**src/fe_macros.svh**
```systemverilog
`ifndef FE_MACROS_SVH
`define FE_MACROS_SVH

////////////////////////////////////////////////////////////////////////////
// front end sizing
////////////////////////////////////////////////////////////////////////////

`define FE_RESET_PC     32'h0000_0000  // first fetch after reset
`define FE_QUEUE_DEPTH  4              // records in flight
`define FE_BTB_INDEX_W  4              // 16 btb entries
`define FE_CNT_W        32             // perf counter width

////////////////////////////////////////////////////////////////////////////
// rv32i control flow opcodes
////////////////////////////////////////////////////////////////////////////

`define FE_OP_BRANCH    7'b1100011     // beq bne blt bge bltu bgeu
`define FE_OP_JAL       7'b1101111
`define FE_OP_JALR      7'b1100111

`endif

```
**src/fe_pkg.sv**
```systemverilog
`default_nettype none

`include "fe_macros.svh"

package fe_pkg;

  // plain vectors
  typedef logic [31:0]                 addr_t;     // byte address
  typedef logic [31:0]                 instr_t;    // raw instruction word
  typedef logic [`FE_CNT_W-1:0]        cnt_t;      // perf counter value
  typedef logic [`FE_BTB_INDEX_W-1:0]  btb_idx_t;  // pc[idx_w+1:2]

  // predecode result
  typedef enum logic [1:0] {
    KIND_OTHER,
    KIND_BRANCH,
    KIND_JAL,
    KIND_JALR
  } instr_kind_e;

  // wishbone read master
  typedef enum logic [1:0] {
    FETCH_IDLE,  // no request open
    FETCH_WAIT,  // request open, data wanted
    FETCH_DROP   // request open, data is wrong path
  } fetch_state_e;

  // one fetched instruction and its prediction
  typedef struct packed {
    addr_t       pc;
    instr_t      instr;
    instr_kind_e kind;
    logic        pred_taken;    // btb target was used
    addr_t       pred_next_pc;
  } fetch_rec_t;

  // btb write port
  typedef struct packed {
    logic  valid;
    logic  is_branch;  // conditional, moves the counter
    logic  taken;
    addr_t pc;
    addr_t target;
  } bp_update_t;

  typedef struct packed {
    logic  valid;  // one cycle pulse
    addr_t pc;
  } redirect_t;

  typedef struct packed {
    cnt_t cycles;
    cnt_t cond_branches;
    cnt_t uncond_jumps;
    cnt_t bp_correct;  // conditional only
  } perf_t;

endpackage

`default_nettype wire

```
**src/branch_predictor.sv**
```systemverilog
`timescale 1ns/100ps
`default_nettype none

`include "fe_macros.svh"

module branch_predictor (
  input  wire                     clk,
  input  wire                     rstn,
  input  wire fe_pkg::addr_t      lookup_pc,
  output logic                    hit,
  output logic                    pred_taken,
  output fe_pkg::addr_t           pred_target,
  input  wire fe_pkg::bp_update_t update
);
  import fe_pkg::*;

  localparam int ENTRIES = 1 << `FE_BTB_INDEX_W;
  localparam int TAG_W   = 32 - 2 - `FE_BTB_INDEX_W;  // pc bits above the index

  typedef logic [TAG_W-1:0] tag_t;
  typedef logic [1:0]       ctr_t;  // 0,1 not taken   2,3 taken

  logic [ENTRIES-1:0] valid;
  tag_t               tag_mem [ENTRIES];
  addr_t              tgt_mem [ENTRIES];
  ctr_t               ctr_mem [ENTRIES];

  btb_idx_t lk_idx;
  tag_t     lk_tag;
  btb_idx_t up_idx;
  tag_t     up_tag;
  logic     up_hit;
  ctr_t     up_ctr;

  ////////////////////////////////////////////////////////////////////////////
  // lookup side
  ////////////////////////////////////////////////////////////////////////////

  assign lk_idx = lookup_pc[`FE_BTB_INDEX_W+1:2];
  assign lk_tag = lookup_pc[31:`FE_BTB_INDEX_W+2];

  assign hit         = valid[lk_idx] && (tag_mem[lk_idx] == lk_tag);
  assign pred_taken  = ctr_mem[lk_idx][1];  // msb of the 2-bit counter
  assign pred_target = tgt_mem[lk_idx];

  ////////////////////////////////////////////////////////////////////////////
  // update side
  ////////////////////////////////////////////////////////////////////////////

  assign up_idx = update.pc[`FE_BTB_INDEX_W+1:2];
  assign up_tag = update.pc[31:`FE_BTB_INDEX_W+2];
  assign up_hit = valid[up_idx] && (tag_mem[up_idx] == up_tag);

  // next counter value for the entry being written
  always_comb begin
    up_ctr = ctr_mem[up_idx];
    if (!up_hit) begin
      up_ctr = 2'd2;  // fresh entry starts weakly taken
    end else if (update.is_branch) begin
      if (update.taken && up_ctr != 2'd3) begin
        up_ctr = up_ctr + 2'd1;
      end else if (!update.taken && up_ctr != 2'd0) begin
        up_ctr = up_ctr - 2'd1;
      end
    end
  end

  // valid bits are the only control state
  always_ff @(posedge clk) begin
    if (!rstn) begin
      valid <= '0;
    end else if (update.valid && update.taken) begin
      valid[up_idx] <= 1'b1;  // allocate or keep
    end
  end

  always_ff @(posedge clk) begin
    if (update.valid && update.taken) begin
      tag_mem[up_idx] <= up_tag;
      tgt_mem[up_idx] <= update.target;  // refresh target on every taken outcome
      ctr_mem[up_idx] <= up_ctr;
    end else if (update.valid && update.is_branch && up_hit) begin
      ctr_mem[up_idx] <= up_ctr;  // not taken, count down
    end
  end

endmodule

`default_nettype wire

```
**src/branch_resolver.sv**
```systemverilog
`timescale 1ns/100ps
`default_nettype none

module branch_resolver (
  input  wire                     clk,
  input  wire                     rstn,
  input  wire fe_pkg::fetch_rec_t head,
  input  wire                     head_valid,
  input  wire                     resolve_valid,
  input  wire fe_pkg::addr_t      resolve_next_pc,
  output logic                    pop,
  output fe_pkg::redirect_t       redirect,
  output fe_pkg::bp_update_t      update,
  output fe_pkg::perf_t           perf
);
  import fe_pkg::*;

  logic  complete;
  logic  is_branch;
  logic  is_jump;
  logic  actual_taken;
  logic  pred_ok;
  addr_t seq_pc;

  ////////////////////////////////////////////////////////////////////////////
  // verdict for the head record
  ////////////////////////////////////////////////////////////////////////////

  assign complete  = head_valid && resolve_valid;
  assign pop       = complete;  // head leaves on the completion edge

  assign is_branch = (head.kind == KIND_BRANCH);
  assign is_jump   = (head.kind == KIND_JAL) || (head.kind == KIND_JALR);

  assign seq_pc       = head.pc + 32'd4;
  assign actual_taken = (resolve_next_pc != seq_pc);
  assign pred_ok      = (resolve_next_pc == head.pred_next_pc);

  // wrong guess, send fetch to the real path
  always_comb begin
    redirect.valid = complete && !pred_ok;
    redirect.pc    = resolve_next_pc;
  end

  // branches train the counter either way, jumps only when they go somewhere
  always_comb begin
    update.valid     = complete && (is_branch || (is_jump && actual_taken));
    update.is_branch = is_branch;
    update.taken     = actual_taken;
    update.pc        = head.pc;
    update.target    = resolve_next_pc;
  end

  ////////////////////////////////////////////////////////////////////////////
  // hardware counters
  ////////////////////////////////////////////////////////////////////////////

  always_ff @(posedge clk) begin
    if (!rstn) begin
      perf <= '0;
    end else begin
      perf.cycles <= perf.cycles + cnt_t'(1);  // free running
      if (complete && is_branch) begin
        perf.cond_branches <= perf.cond_branches + cnt_t'(1);
      end
      if (complete && is_jump) begin
        perf.uncond_jumps <= perf.uncond_jumps + cnt_t'(1);
      end
      if (complete && is_branch && pred_ok) begin
        perf.bp_correct <= perf.bp_correct + cnt_t'(1);
      end
    end
  end

endmodule

`default_nettype wire

```
**src/fetch_unit.sv**
```systemverilog
`timescale 1ns/100ps
`default_nettype none

`include "fe_macros.svh"

module fetch_unit (
  input  wire                     clk,
  input  wire                     rstn,
  output logic                    wb_cyc,
  output logic                    wb_stb,
  output fe_pkg::addr_t           wb_adr,
  input  wire                     wb_ack,
  input  wire fe_pkg::instr_t     wb_dat_i,
  output logic                    push,
  output fe_pkg::fetch_rec_t      push_rec,
  input  wire                     full,
  input  wire fe_pkg::redirect_t  redirect,
  input  wire fe_pkg::bp_update_t update
);
  import fe_pkg::*;

  fetch_state_e state;
  addr_t        pc;       // next address to fetch
  addr_t        req_adr;  // address of the open request
  logic         open_req;

  logic         bp_hit;
  logic         bp_taken;
  addr_t        bp_target;

  instr_kind_e  kind;
  logic         use_btb;
  addr_t        seq_pc;
  addr_t        pred_next_pc;

  branch_predictor bp_inst (
    .clk         (clk),
    .rstn        (rstn),
    .lookup_pc   (req_adr),  // stable while the request is open
    .hit         (bp_hit),
    .pred_taken  (bp_taken),
    .pred_target (bp_target),
    .update      (update)
  );

  ////////////////////////////////////////////////////////////////////////////
  // predecode and next pc guess
  ////////////////////////////////////////////////////////////////////////////

  always_comb begin
    case (wb_dat_i[6:0])
      `FE_OP_BRANCH: kind = KIND_BRANCH;
      `FE_OP_JAL:    kind = KIND_JAL;
      `FE_OP_JALR:   kind = KIND_JALR;
      default:       kind = KIND_OTHER;
    endcase
  end

  assign seq_pc  = req_adr + 32'd4;
  // jumps follow any hit, branches only when the counter says taken
  assign use_btb = bp_hit && ((kind == KIND_JAL) || (kind == KIND_JALR) ||
                              ((kind == KIND_BRANCH) && bp_taken));
  assign pred_next_pc = use_btb ? bp_target : seq_pc;

  ////////////////////////////////////////////////////////////////////////////
  // wishbone classic read master
  ////////////////////////////////////////////////////////////////////////////

  assign wb_cyc = (state != FETCH_IDLE);
  assign wb_stb = wb_cyc;  // single beat, stb tracks cyc
  assign wb_adr = req_adr;

  // no new request into a full queue or on a redirect edge
  assign open_req = (state == FETCH_IDLE) && !redirect.valid && !full;

  // record goes out on the ack edge unless it is being flushed
  assign push = (state == FETCH_WAIT) && wb_ack && !redirect.valid;

  always_comb begin
    push_rec.pc           = req_adr;
    push_rec.instr        = wb_dat_i;
    push_rec.kind         = kind;
    push_rec.pred_taken   = use_btb;
    push_rec.pred_next_pc = pred_next_pc;
  end

  always_ff @(posedge clk) begin
    if (!rstn) begin
      state <= FETCH_IDLE;
      pc    <= `FE_RESET_PC;
    end else begin
      case (state)
        FETCH_IDLE: begin
          if (redirect.valid) begin
            pc <= redirect.pc;
          end else if (open_req) begin
            state <= FETCH_WAIT;
          end
        end
        FETCH_WAIT: begin
          if (wb_ack) begin
            state <= FETCH_IDLE;  // cyc drops after the ack edge
            pc    <= redirect.valid ? redirect.pc : pred_next_pc;
          end else if (redirect.valid) begin
            state <= FETCH_DROP;  // bus still owes us a beat
            pc    <= redirect.pc;
          end
        end
        FETCH_DROP: begin
          if (redirect.valid) pc <= redirect.pc;
          if (wb_ack) state <= FETCH_IDLE;  // stale data thrown away
        end
        default: state <= FETCH_IDLE;
      endcase
    end
  end

  always_ff @(posedge clk) begin
    if (open_req) req_adr <= pc;
  end

endmodule

`default_nettype wire

```
**src/inflight_queue.sv**
```systemverilog
`timescale 1ns/100ps
`default_nettype none

`include "fe_macros.svh"

module inflight_queue (
  input  wire                     clk,
  input  wire                     rstn,
  input  wire                     push,
  input  wire fe_pkg::fetch_rec_t push_rec,
  output logic                    full,
  input  wire                     pop,
  output fe_pkg::fetch_rec_t      head,
  output logic                    head_valid,
  input  wire                     flush
);
  import fe_pkg::*;

  localparam int DEPTH = `FE_QUEUE_DEPTH;
  localparam int PTR_W = (DEPTH > 1) ? $clog2(DEPTH) : 1;

  typedef logic [PTR_W-1:0] ptr_t;
  typedef logic [PTR_W:0]   occ_t;  // 0 .. DEPTH

  fetch_rec_t mem [DEPTH];
  ptr_t       wr_ptr;
  ptr_t       rd_ptr;
  occ_t       count;
  logic       do_push;
  logic       do_pop;

  assign full       = (count == occ_t'(DEPTH));
  assign head_valid = (count != '0);
  assign head       = mem[rd_ptr];  // oldest record

  assign do_push = push && !full;
  assign do_pop  = pop && head_valid;

  // pointer wrap, depth need not be a power of two
  function automatic ptr_t ptr_inc(input ptr_t p);
    ptr_t nxt;
    nxt = (p == ptr_t'(DEPTH - 1)) ? '0 : p + ptr_t'(1);
    return nxt;
  endfunction

  always_ff @(posedge clk) begin
    if (!rstn) begin
      wr_ptr <= '0;
      rd_ptr <= '0;
      count  <= '0;
    end else if (flush) begin
      wr_ptr <= '0;  // drop every younger record
      rd_ptr <= '0;
      count  <= '0;
    end else begin
      if (do_push) wr_ptr <= ptr_inc(wr_ptr);
      if (do_pop)  rd_ptr <= ptr_inc(rd_ptr);
      case ({do_push, do_pop})
        2'b10:   count <= count + occ_t'(1);
        2'b01:   count <= count - occ_t'(1);
        default: count <= count;  // both or neither
      endcase
    end
  end

  // storage, written only on an accepted push
  always_ff @(posedge clk) begin
    if (do_push && !flush) mem[wr_ptr] <= push_rec;
  end

endmodule

`default_nettype wire

```
**src/rv_frontend.sv**
```systemverilog
`timescale 1ns/100ps
`default_nettype none

module rv_frontend (
  input  wire                 clk,
  input  wire                 rstn,
  // wishbone classic instruction port
  output logic                wb_cyc,
  output logic                wb_stb,
  output fe_pkg::addr_t       wb_adr,
  input  wire                 wb_ack,
  input  wire fe_pkg::instr_t wb_dat_i,
  // execute side
  output fe_pkg::fetch_rec_t  issue,
  output logic                issue_valid,
  input  wire                 resolve_valid,
  input  wire fe_pkg::addr_t  resolve_next_pc,
  output logic                mispredict,
  output fe_pkg::perf_t       perf
);
  import fe_pkg::*;

  logic       push;
  fetch_rec_t push_rec;
  logic       full;
  logic       pop;
  redirect_t  redirect;  // flushes queue and reloads pc
  bp_update_t update;

  fetch_unit fetch_unit_inst (
    .clk      (clk),
    .rstn     (rstn),
    .wb_cyc   (wb_cyc),
    .wb_stb   (wb_stb),
    .wb_adr   (wb_adr),
    .wb_ack   (wb_ack),
    .wb_dat_i (wb_dat_i),
    .push     (push),
    .push_rec (push_rec),
    .full     (full),
    .redirect (redirect),
    .update   (update)
  );

  inflight_queue inflight_queue_inst (
    .clk        (clk),
    .rstn       (rstn),
    .push       (push),
    .push_rec   (push_rec),
    .full       (full),
    .pop        (pop),
    .head       (issue),
    .head_valid (issue_valid),
    .flush      (redirect.valid)
  );

  branch_resolver branch_resolver_inst (
    .clk             (clk),
    .rstn            (rstn),
    .head            (issue),
    .head_valid      (issue_valid),
    .resolve_valid   (resolve_valid),
    .resolve_next_pc (resolve_next_pc),
    .pop             (pop),
    .redirect        (redirect),
    .update          (update),
    .perf            (perf)
  );

  assign mispredict = redirect.valid;

endmodule

`default_nettype wire
```
**config.mk**
```make
export PLATFORM = sky130hd
export DESIGN_NAME = rv_frontend
export DESIGN_NICKNAME = d
export VERILOG_FILES = /design/src/fe_pkg.sv /design/src/branch_predictor.sv /design/src/branch_resolver.sv /design/src/fetch_unit.sv /design/src/inflight_queue.sv /design/src/rv_frontend.sv
export VERILOG_INCLUDE_DIRS = /design/src /design/src/src
export SDC_FILE = /design/constraint.sdc
export NUM_CORES = 2
export LEC_CHECK = 0
export CAP_MARGIN = 20
export CORE_MARGIN = 1.5
export CORE_UTILIZATION = 55
export CTS_CLUSTER_DIAMETER = 100
export DETAILED_ROUTE_END_ITERATION = 7
export DONT_BUFFER_PORTS = 1
export HOLD_SLACK_MARGIN = 0.15
export PLACE_DENSITY = 0.71
export SLEW_MARGIN = 20
export SYNTH_ARGS = -nofsm -noshare
export SYNTH_HDL_FRONTEND = slang
export SYNTH_SLANG_ARGS = --single-unit
```
**constraint.sdc**
```tcl
create_clock -name clk -period 8.2 [get_ports clk]
set_input_delay 1.23 -clock clk [delete_from_list [all_inputs] [get_ports clk]]
set_output_delay 1.23 -clock clk [all_outputs]
set_load 0.01 [all_outputs]
```
==> run summary <==
outcome: finished, final reports clean
P_sw: 7989 µW
Clk pin slew, worst setup/hold paths: 0.06 ns
share of flip-flops with an asynchronous set or reset: 0
syn_nets: 3,976
setup_tns: 0 ns
Post-synth EDFFs: 1,388
RD Place Congestion: 0.9547
Initial Util: 0.5532
WL/cell: 33.54 µm
Clock Skew: 0.04669 ns
worst-path fanout max: 38
Seq pwr share: 0.420
Ports: 331
WP data arrival: 6.97 ns
GRT Overall Usage: 0.3091
root buf cell: clkbuf_16
most frequent cells after synthesis: edfxtp_1, mux4_2, nor2_1, mux2i_1
final setup vio count: 0
routed via count: 38,330
CTS sink count: 1,579
first-iteration detailed-routing DRC count: 5,164
post-CTS sizing: 0
sequential share of the synthesized area: 0.6776
PnR Total Power: 24,350 µW
vias in the first global route: 37,940
# port buffers: 0
Distinct cells, synth: 84
number of max-cap violations: 0
worst r2r dst: fetch_unit_inst.bp_inst.tgt_mem[9][22]
Slew @ Worst Pin: 1.071 ns
Hold Path Origin: fetch_unit_inst.pc[10]
Mapped Area: 67,160 µm²
P_leak: 0.02363 µW
period utilisation layout: 0.7984
Rel. slew slack: 0.2795
Comb pwr share: 0.280
Num CTS Buffers: 160
Synth area leaders: edfxtp_1, mux4_2, dfxtp_1, mux2i_1, xnor2_1
critical path endpoint category: register
worst vdd ir: 0.2724 mV
DR vias/cell: 6.726
Final Non-Filler Cells: 5,699
CTS tree: yes
Max H-tree Level: 4
CP startpoint kind: register
CP required: 8.62 ns
CP top delay family: simple AND/OR/NAND/NOR gates
Switching Share: 0.3281
Critical-path top delay cell: nor2_4
Synth Register Bits: 1,579
Post-Syn Area per Cell: 17.26 µm²
DRC: 0
die width: 352.4 µm
WHS: 0.4374 ns
fraction of layout cells with a size suffix above 1: 0.2084
GRT overflow: 0
HPWL after detailed placement: 122.4 mm
drt first pass iters: 7
worst-skew pair later-pin latency: 0.83 ns
Critical path buffers and inverters: 2
Detail Route Antenna Nets: 0
core area: 121,400 µm²
Hold Path Depth: 0
cell count after synthesis: 3,890
Final #Nets: 4,030
Hold Path Sink: fetch_unit_inst.wb_adr[10]
Synth Flop Type: edfxtp_1
clock group share of total power: 0.300
antenna violations before repair: 4
kind of critical path: register to register
Rows: 128
Die Ht: 352.4 µm
area leader, netlist: edfxtp_1
die area: 124,200 µm²
critical path's largest stage delay: 0.95 ns
first-pass GRT wire length: 274.4 mm
worst hold path type: register to register
final hold vios: 0
placed insts: 5,407
unrepaired setup endpoints after global routing: no
Final Critical Period: 6.547 ns
Inserted Diodes: 0
Final Slew Violations: 0
Synth top area share: 0.6206
FMAX: 152.7 MHz
P_int: 16,360 µW
clk buf depth: 3
FF-to-FF path depth: 12
layout overhead on the synthesized area: 11.02%
hold buffers post-CTS: 0
CP cell instances: buf_4 > mux4_2 > nand2_1 > nor2_1 > nand4_1 > or4_1 > and3_1 > nand4b_1 > or4_1 > nand3_1 > nor2_4 > buf_4
aggregate routed wire length: 191.1 mm
YS warnings: 0
largest net degree at the start of global routing: 103
Cell Pwr Density: 326.6 nW/µm²
flop2flop setup slack: 1.65 ns
post-CTS setup buffers: 0
most numerous cell in the Yosys netlist: edfxtp_1
[area by class of cell]
| type | instances | area [µm²] |
|---|---|---|
| timing repair buffer | 104 | 868.3 |
| multi-input combinational | 2059 | 20700 |
| fill | 8611 | 46840 |
| inverter | 40 | 157.7 |
| clock buffer | 198 | 4283 |
| clock inverter | 94 | 987.2 |
| tap | 1625 | 2033 |
| sequential | 1579 | 45530 |
[cell usage in the layout, fill, tap and decap left out, drive strengths merged, types with 22 or more instances in the layout]
master and instances:
nand3 84, and2 24, xnor2 150, mux2 34, and3 51, nor2 222
o21ai 56, a211oi 22, nand4 59, buf 104, edfxtp 1388, dfxtp 191
clkinv 69, a21oi 125, mux2i 201, nand2 191, xor2 100, nor3 26
clkbuf 198, a22oi 45, inv 46, mux4 421, or3 29
[cell families (layout without fill, tap and decap cells)]
logic type                 Yosys count  count (layout)  synth area share
DFF                               1579            1579            0.6776
and+or+nand+nor                    764             764           0.05608
muxes                              656             656            0.1771
AOI/OAI and AO/OA                  371             371           0.03601
buffers and inverters              252             436           0.01677
xor gates and xnor gates           250             250           0.03305
adders and majority gates           18              18          0.003465
[power groups by stage]
stage	Combinational (µW)	Sequential [µW]	Clock (µW)
2_1_floorplan	4510	10000	0
3_3_place_gp	6680	10400	0
3_5_place_dp	6710	10400	0
4_1_cts	6730	10200	7390
5_1_grt	7080	10300	7690
6_report	6810	10200	7310
[worst reg2reg max path, cell delays in order (launching register included)]
cell and delay (ns):
dfxtp_4 0.51, buf_4 0.51, mux4_2 0.78, nand2_1 0.23
nor2_1 0.29, nand4_1 0.22, or4_1 0.58, and3_1 0.22
nand4b_1 0.10, or4_1 0.20, nand3_1 0.63, nor2_4 0.95
buf_4 0.83
[how the worst max path moves through the flow]
stage	slack [ns]	startpoint	end	cells past startpoint
global route	1.39	register	fetch_unit_inst.bp_inst.tgt_mem[9][22]	12
global placement	1.79	register	fetch_unit_inst.bp_inst.tgt_mem[9][26]	12
finish	1.65	register	fetch_unit_inst.bp_inst.tgt_mem[9][22]	12
floorplan	1.14	register	fetch_unit_inst.bp_inst.tag_mem[11][0]	18
detailed placement	1.68	register	fetch_unit_inst.bp_inst.tgt_mem[9][18]	12
CTS	1.68	register	fetch_unit_inst.bp_inst.tgt_mem[13][3]	12
[sequential cells by signal (all words and copies together) (netlist names), named ones only]
| signal | flops |
|---|---|
| fetch_unit_inst.wb_adr | 32 |
| fetch_unit_inst.bp_inst.tag_mem | 416 |
| fetch_unit_inst.bp_inst.ctr_mem | 32 |
| fetch_unit_inst.pc | 32 |
| fetch_unit_inst.bp_inst.valid | 16 |
| inflight_queue_inst.count | 3 |
| inflight_queue_inst.wr_ptr | 2 |
| fetch_unit_inst.bp_inst.tgt_mem | 512 |
| fetch_unit_inst.state | 2 |
| inflight_queue_inst.mem | 396 |
| branch_resolver_inst.perf | 128 |
| inflight_queue_inst.rd_ptr | 2 |
[layer usage]
metal  vias to the layer above  share of wire  global-route usage
met5                         -       0.000058                   0
met4                         2          0.046              0.1297
met3                       448           0.12             0.09226
met2                      2296           0.47              0.4800
met1                     19860           0.37              0.4097
li1                      15720              -                   -
[per-stage QoR]
stage | area, µm² | worst slack, ns | utilization
final | 74560 | 1.653 | 0.6142
after floorplan | 67160 | 1.143 | -
after global routing | 74560 | 1.391 | 0.6142
after global placement | 69280 | 1.793 | 0.5707
after detailed placement | 69280 | 1.683 | 0.5707
after CTS | 74550 | 1.684 | 0.6141
Power figures use the tool's default switching activity.
